<file path="config.mk">
export PLATFORM = sky130hd
export DESIGN_NAME = read_collector
export DESIGN_NICKNAME = d
export VERILOG_FILES = /design/src/regread_pkg.sv /design/src/read_collector.sv
export SDC_FILE = /design/constraint.sdc
export NUM_CORES = 2
export LEC_CHECK = 0
export BUFFER_PORTS_ARGS = -buffer_cell sky130_fd_sc_hd__buf_2
export CAP_MARGIN = 25
export CORE_MARGIN = 1.5
export CORE_UTILIZATION = 25
export DETAILED_ROUTE_END_ITERATION = 8
export GPL_ROUTABILITY_DRIVEN = 0
export PLACE_DENSITY = 0.41
export SYNTH_ARGS = -nofsm -noshare
export SYNTH_HDL_FRONTEND = slang
export SYNTH_SLANG_ARGS = --single-unit
</file>
<file path="constraint.sdc">
create_clock -name clk -period 2.4 [get_ports clk]
set_clock_uncertainty 0.15 [all_clocks]
set_input_delay 0.48 -clock clk [delete_from_list [all_inputs] [get_ports clk]]
set_output_delay 0.48 -clock clk [all_outputs]
set_load 0.02 [all_outputs]
</file>
<file path="src/regread_pkg.sv">
package regread_pkg;

    // register file geometry
    localparam int NUM_PR         = 64;
    localparam int NUM_WB         = 6;
    localparam int NUM_RD_SLOTS   = 8;
    localparam int NUM_BANKS      = 4;

    // two read ports per bank, one bank port left free beside a write
    localparam int NUM_BANK_PORTS = 8;
    localparam int MIXED_READS    = 4;

    typedef logic [31:0]                       word_t;
    typedef logic [$clog2(NUM_PR)-1:0]         preg_t;
    typedef logic [$clog2(NUM_WB)-1:0]         wb_id_t;
    typedef logic [$clog2(NUM_RD_SLOTS)-1:0]   slot_id_t;

    // how the bank ports are split in one service cycle
    typedef enum logic [1:0] {
        MODE_WRITE2,
        MODE_MIXED,
        MODE_READ8
    } port_mode_e;

endpackage

</file>
<file path="src/read_collector.sv">
module read_collector (
    input  logic                                                     clk,
    input  logic                                                     reset,
    input  logic [regread_pkg::NUM_BANK_PORTS-1:0]                   i_rd_valid,
    input  regread_pkg::word_t [regread_pkg::NUM_BANK_PORTS-1:0]     i_rd_data,
    input  regread_pkg::slot_id_t [regread_pkg::NUM_BANK_PORTS-1:0]  i_rd_slot,
    input  logic                                                     i_last,
    output regread_pkg::word_t [regread_pkg::NUM_RD_SLOTS-1:0]       o_read_data,
    output logic                                                     o_read_done
);
    import regread_pkg::*;

    // each returned word lands in the slot named by its tag
    always_ff @(posedge clk) begin
        for (int p = 0; p < NUM_BANK_PORTS; p++) begin
            if (i_rd_valid[p]) begin
                o_read_data[i_rd_slot[p]] <= i_rd_data[p];
            end
        end
    end

    // all reads of the batch are in the result registers this cycle
    always_ff @(posedge clk) begin
        if (reset) begin
            o_read_done <= 1'b0;
        end else begin
            o_read_done <= i_last;
        end
    end

endmodule

</file>
==> Yosys cells after proc, flatten, opt, wreduce, memory -nomap -nowiden <==
Cells that the tools add are included.
{ "word_totals": {"wordCells": 65, "reg_bits": 257, "output_inout_bits": 257} }
{ "op_classes": {"order_cmp": 16, "reduce_logical": 8, "muxes": 32} }
{ "ops": {"columns": ["cell", "n"], "rows": [
  ["256-bit bitwise mux", 8],
  ["256-bit two-way mux", 8],
  ["32-bit demux with 3-bit select", 8],
  ["32-bit two-way mux", 8],
  ["3-bit by 4-bit < comparator with 1-bit output (second input constant)", 8],
  ["3-bit by 1-bit >= comparator with 1-bit output (second input constant)", 8],
  ["1-bit logical AND", 8]
]} }

==> Depth between registers and ports, before layout <==
{ "depth": {"depth_word": 20, "ltp_mapped": 7, "ltp_nobuf": 4} }

==> Least setup slack after synthesis <==
OpenSTA, ideal clock, no wires.
{ "synth_path": {"path_kind": "input to register", "startpoint": "input i_rd_slot[1] in the netlist's numbering", "endpoint": "register o_read_data[11] in the netlist's numbering", "cell_stages": 6, "setup_slack_ns": 0.383, "arrival_ns": 1.733, "path_cell_list": "buf_2 > nor4b_4 > clkbuf_1 > nor2b_1 > a211oi_1 > o311ai_1"} }
{ "synth_between": {"elab_chain_cells": 20, "elab_cells_between_ends": 21, "cone_classes": "order compare (2); mux (18); reduce/logical (1)"} }
{ "synth_lines": {"columns": ["element", "line", "rtl"], "rows": [
  ["start, declared", "read_collector.sv:6", "input regread_pkg::slot_id_t [regread_pkg::NUM_BANK_PORTS-1:0] i_rd_slot,"],
  ["3-bit by 4-bit < comparator with 1-bit output (implied by the code) or 3-bit by 1-bit >= comparator with 1-bit output (tied branches)", "read_collector.sv:17", "o_read_data[i_rd_slot[p]] <= i_rd_data[p];"],
  ["1-bit logical AND (implied by the code)", "read_collector.sv:17", null],
  ["32-bit two-way mux (implied by the code)", "read_collector.sv:17", null],
  ["32-bit demux with 3-bit select (*)", "read_collector.sv:17", null],
  ["256-bit bitwise mux (*)", "read_collector.sv:17", null],
  ["256-bit two-way mux (*)", "read_collector.sv:16", "if (i_rd_valid[p]) begin"],
  ["256-bit bitwise mux", "read_collector.sv:17", null],
  ["256-bit two-way mux (*)", "read_collector.sv:16", null],
  ["[... 4 more ...]", null, null],
  ["256-bit bitwise mux", "read_collector.sv:17", null],
  ["256-bit two-way mux (*)", "read_collector.sv:16", null],
  ["256-bit bitwise mux", "read_collector.sv:17", null],
  ["256-bit two-way mux (*)", "read_collector.sv:16", null],
  ["256-bit bitwise mux", "read_collector.sv:17", null],
  ["256-bit two-way mux (*)", "read_collector.sv:16", null],
  ["256-bit bitwise mux", "read_collector.sv:17", null],
  ["256-bit two-way mux (*)", "read_collector.sv:16", null],
  ["end signal, assigned by index", "read_collector.sv:17", null],
  ["end, declared", "read_collector.sv:8", "output regread_pkg::word_t [regread_pkg::NUM_RD_SLOTS-1:0] o_read_data,"]
]} }
Mark *: on every way between the ends. The rest lies on a longest branch, timed or not.
A chain may end at the register's enable or synchronous reset.

==> Worst setup path in the final report <==
{ "layout_path": {"startpoint": "register o_read_data[90] in the netlist's numbering", "endpoint": "output o_read_data[90] in the netlist's numbering"} }
No word-level cell between the ends.

==> impl_results.md <==
* # rows at 121
* Via count at 38900
* Nets at 4237
* Placed inst area at 33100 um^2
* Top-area cell type share of the netlist area at 18.8%
* Post-synthesis register bit count at 257
* DIE HEIGHT at 334 um
* Layout Cells excl Fill at 5424
* Largest area contributor in the netlist: dfxtp_1
* Crit path max fanout at 2
* Grt total ovfl at 0
* Slew headroom at 49.8%
* Critical Path Max Stage Delay at 630 ps
* R2r worst-path depth at 3
* Die footprint at 111000 um^2
* Synth warn at 0
* First-pass GRT wire length at 304 mm
* Initial core utilization at 25.2%
* Int Pwr at 12.3 mW
* Antenna violations before repair at 50
* Path type of the worst min-delay path: in -> reg
* Lkg Pwr at 13.1 nW
* Switch share at 44.2%
* CTS tree: yes
* Avg WL per Cell at 41.6 um
* Slew Viols, Final at 0
* Placed insts at 5316
* H-tree depth at 2
* Yosys cell types at 44
* Largest net degree at the start of global routing at 40
* Cells after synthesis at 3721
* Hold depth at 3
* Fmax at 465 MHz
* Final period utilization at 89.6%
* CTS Buf Count at 40
* All-Layer GR Usage at 38.5%
* Top_reg_cell synth: dfxtp_1
* Worst VDD drop at 0.491 mV
* Post-route DRC violation count at 1
* Drt initial violations at 6541
* Failing checks: DRC
* Detailed Route WL at 226 mm
* Worst r2r dst: o_read_data[90]
* Crit-path cells: buf_2
* Final setup vio count at 0
* Status: finished, violations left
* Syn Area/Cell at 7.35 um^2
* Maxcap violations at 0
* Detailed Place HPWL at 158 mm
* Die X at 334 um
* Setup crit start kind: register
* Required @ worst endpoint at 1770 ps
* Synth async-reset ratio at 0%
* Largest cells by area after synthesis: dfxtp_1 19%, o221ai_1 8.2%, o2bb2ai_1 8.2%, o311ai_1 8.1%, o22ai_1 5.7%
* Pwr Density at 639 nW/um^2
* Clock buffer depth at 3
* RR Startpoint: o_read_data[90]
* RSZ-0062 raised after global routing: no
* Final hold viol count at 0
* Number of global-route vias before repair at 35800
* Hold wc startpoint: i_rd_data[234]
* Seq pwr share at 29.6%
* Post-route ant nets at 0
* Pre-Repair DR Iteration Count at 9
* Root Buffer: clkbuf_16
* Via-to-Cell Ratio at 7.18
* Post-Syn Nets at 4012
* Worst skew pair latency at 610 ps
* Buf/Inv on CP at 1
* Share of cells above drive strength 1 at 28.6%
* Final instance area at 34500 um^2
* Clock slew at reported path FFs at 60 ps
* Area delta synth->final at 26.3%
* Worst Hold Path EP: o_read_data[106]
* Reg2reg setup slack at 1040 ps
* Clock network fraction of total power at 29.1%
* Critical Path Slowest Stage Cell: dfxtp_1
* Post-Syn Area at 27300 um^2
* Total I/O pin count at 548
* PortBufs at 547
* Worst-Margin Slew at 754 ps
* Worst path top cell family by delay: flip-flops
* Comb power frac at 41.3%
* Sequential share of the synthesized area at 18.8%
* Crit path kind: reg -> out
* NetSw at 9.75 mW
* Number of synthesized flops with an enable pin at 0
* Final min period at 2150 ps
* Core area at 109000 um^2
* CP endpoint kind: output port
* CTS sink cnt at 257
* CP arrival at 1520 ps
* Final cell utilization of the core at 31.8%
==> layer usage <==
metal	track usage [%]	wire, um
met4	27.2	19500
met5	0.651	202
met1	46.4	82900
met3	12.6	29000
met2	57.5	94100
==> state kept, by name, indices dropped and copies added (netlist names) <==
register,flops
o_read_done,1
o_read_data,256
==> cell families after synthesis <==
family / Yosys count / share of synthesized area, %
AOI/OAI and AO/OA: 1660 / 44.8
buffers and inverters: 709 / 11.2
DFF: 257 / 18.8
muxes: 140 / 5.73
and+or+nand+nor: 955 / 19.4
==> layout by cell type, fill, tap and decap left out, drive strengths merged, types with 139 or more instances in the layout <==
master / count
a21oi: 256
buf: 858
dfxtp: 257
nand3: 293
nor2: 139
nor3: 268
o221ai: 256
o22ai: 248
o2bb2ai: 256
o311ai: 256
==> what timing repair did <==
action / 4_1_cts / 5_1_grt
hold buffers: 2 / 0
resized for setup: 0 / 0
endpoints found under the hold margin: 1 / 0
setup buffers: 0 / 0
==> cells in the mapped netlist, types with 32 or more instances <==
| cell type | count |
|---|---|
| clkbuf_1 | 378 |
| nand3_1 | 293 |
| nor3_1 | 260 |
| dfxtp_1 | 257 |
| a21oi_1 | 256 |
| o221ai_1 | 256 |
| o2bb2ai_1 | 256 |
| o311ai_1 | 254 |
| o22ai_1 | 248 |
| nor2_1 | 139 |
| buf_1 | 135 |
| mux2_2 | 131 |
| a21o_1 | 128 |
| nor2b_1 | 128 |
| o21ai_0 | 128 |
| a211oi_1 | 124 |
| buf_2 | 97 |
| nand3b_1 | 39 |
| inv_1 | 32 |
==> power groups by stage <==
| stage | logic [mW] | clock network, mW | registers, mW |
|---|---|---|---|
| after floorplan | 3.87 | 0 | 7.15 |
| after global placement | 8.82 | 0 | 6.52 |
| after detailed placement | 8.84 | 0 | 6.50 |
| after CTS | 8.88 | 6.40 | 6.43 |
| after global routing | 9.45 | 6.53 | 6.53 |
| final | 9.12 | 6.42 | 6.52 |
==> worst max-delay path by stage <==
stage | start | to | slack (ps) | cells after the start
after floorplan | i_rd_slot[1] | o_read_data[11] | 380 | 6
after global placement | i_rd_valid[3] | o_read_data[0] | -150 | 7
after detailed placement | i_rd_slot[19] | o_read_data[16] | -140 | 9
after CTS | o_read_data[141] | o_read_data[141] | 330 | 1
after global routing | o_read_data[90] | o_read_data[90] | 240 | 1
final | o_read_data[90] | o_read_data[90] | 250 | 1
==> stage by stage <==
| step | setup WS (ps) | hold slack [ps] | setup TNS, ps | total power, mW |
|---|---|---|---|---|
| 3_3_place_gp | -152 | 485 | -333 | 15.3 |
| 2_1_floorplan | 383 | 402 | 0 | 11.0 |
| 3_5_place_dp | -139 | 492 | -770 | 15.3 |
| 6_report | 251 | 57.0 | 0 | 22.1 |
| 5_1_grt | 242 | 92.4 | 0 | 22.5 |
| 4_1_cts | 330 | 33.6 | 0 | 21.7 |
==> cell type report <==
type	count	area, um^2
Antenna cell	34	85.1
Clock buffer	60	1210
Clock inverter	12	125
Fill cell	11800	74200
Inverter	32	120
Multi-Input combinational cell	2755	19500
Sequential cell	257	5140
Tap cell	1414	1770
Timing Repair Buffer	860	6590
Note: power is estimated with default switching activity, not from simulation.
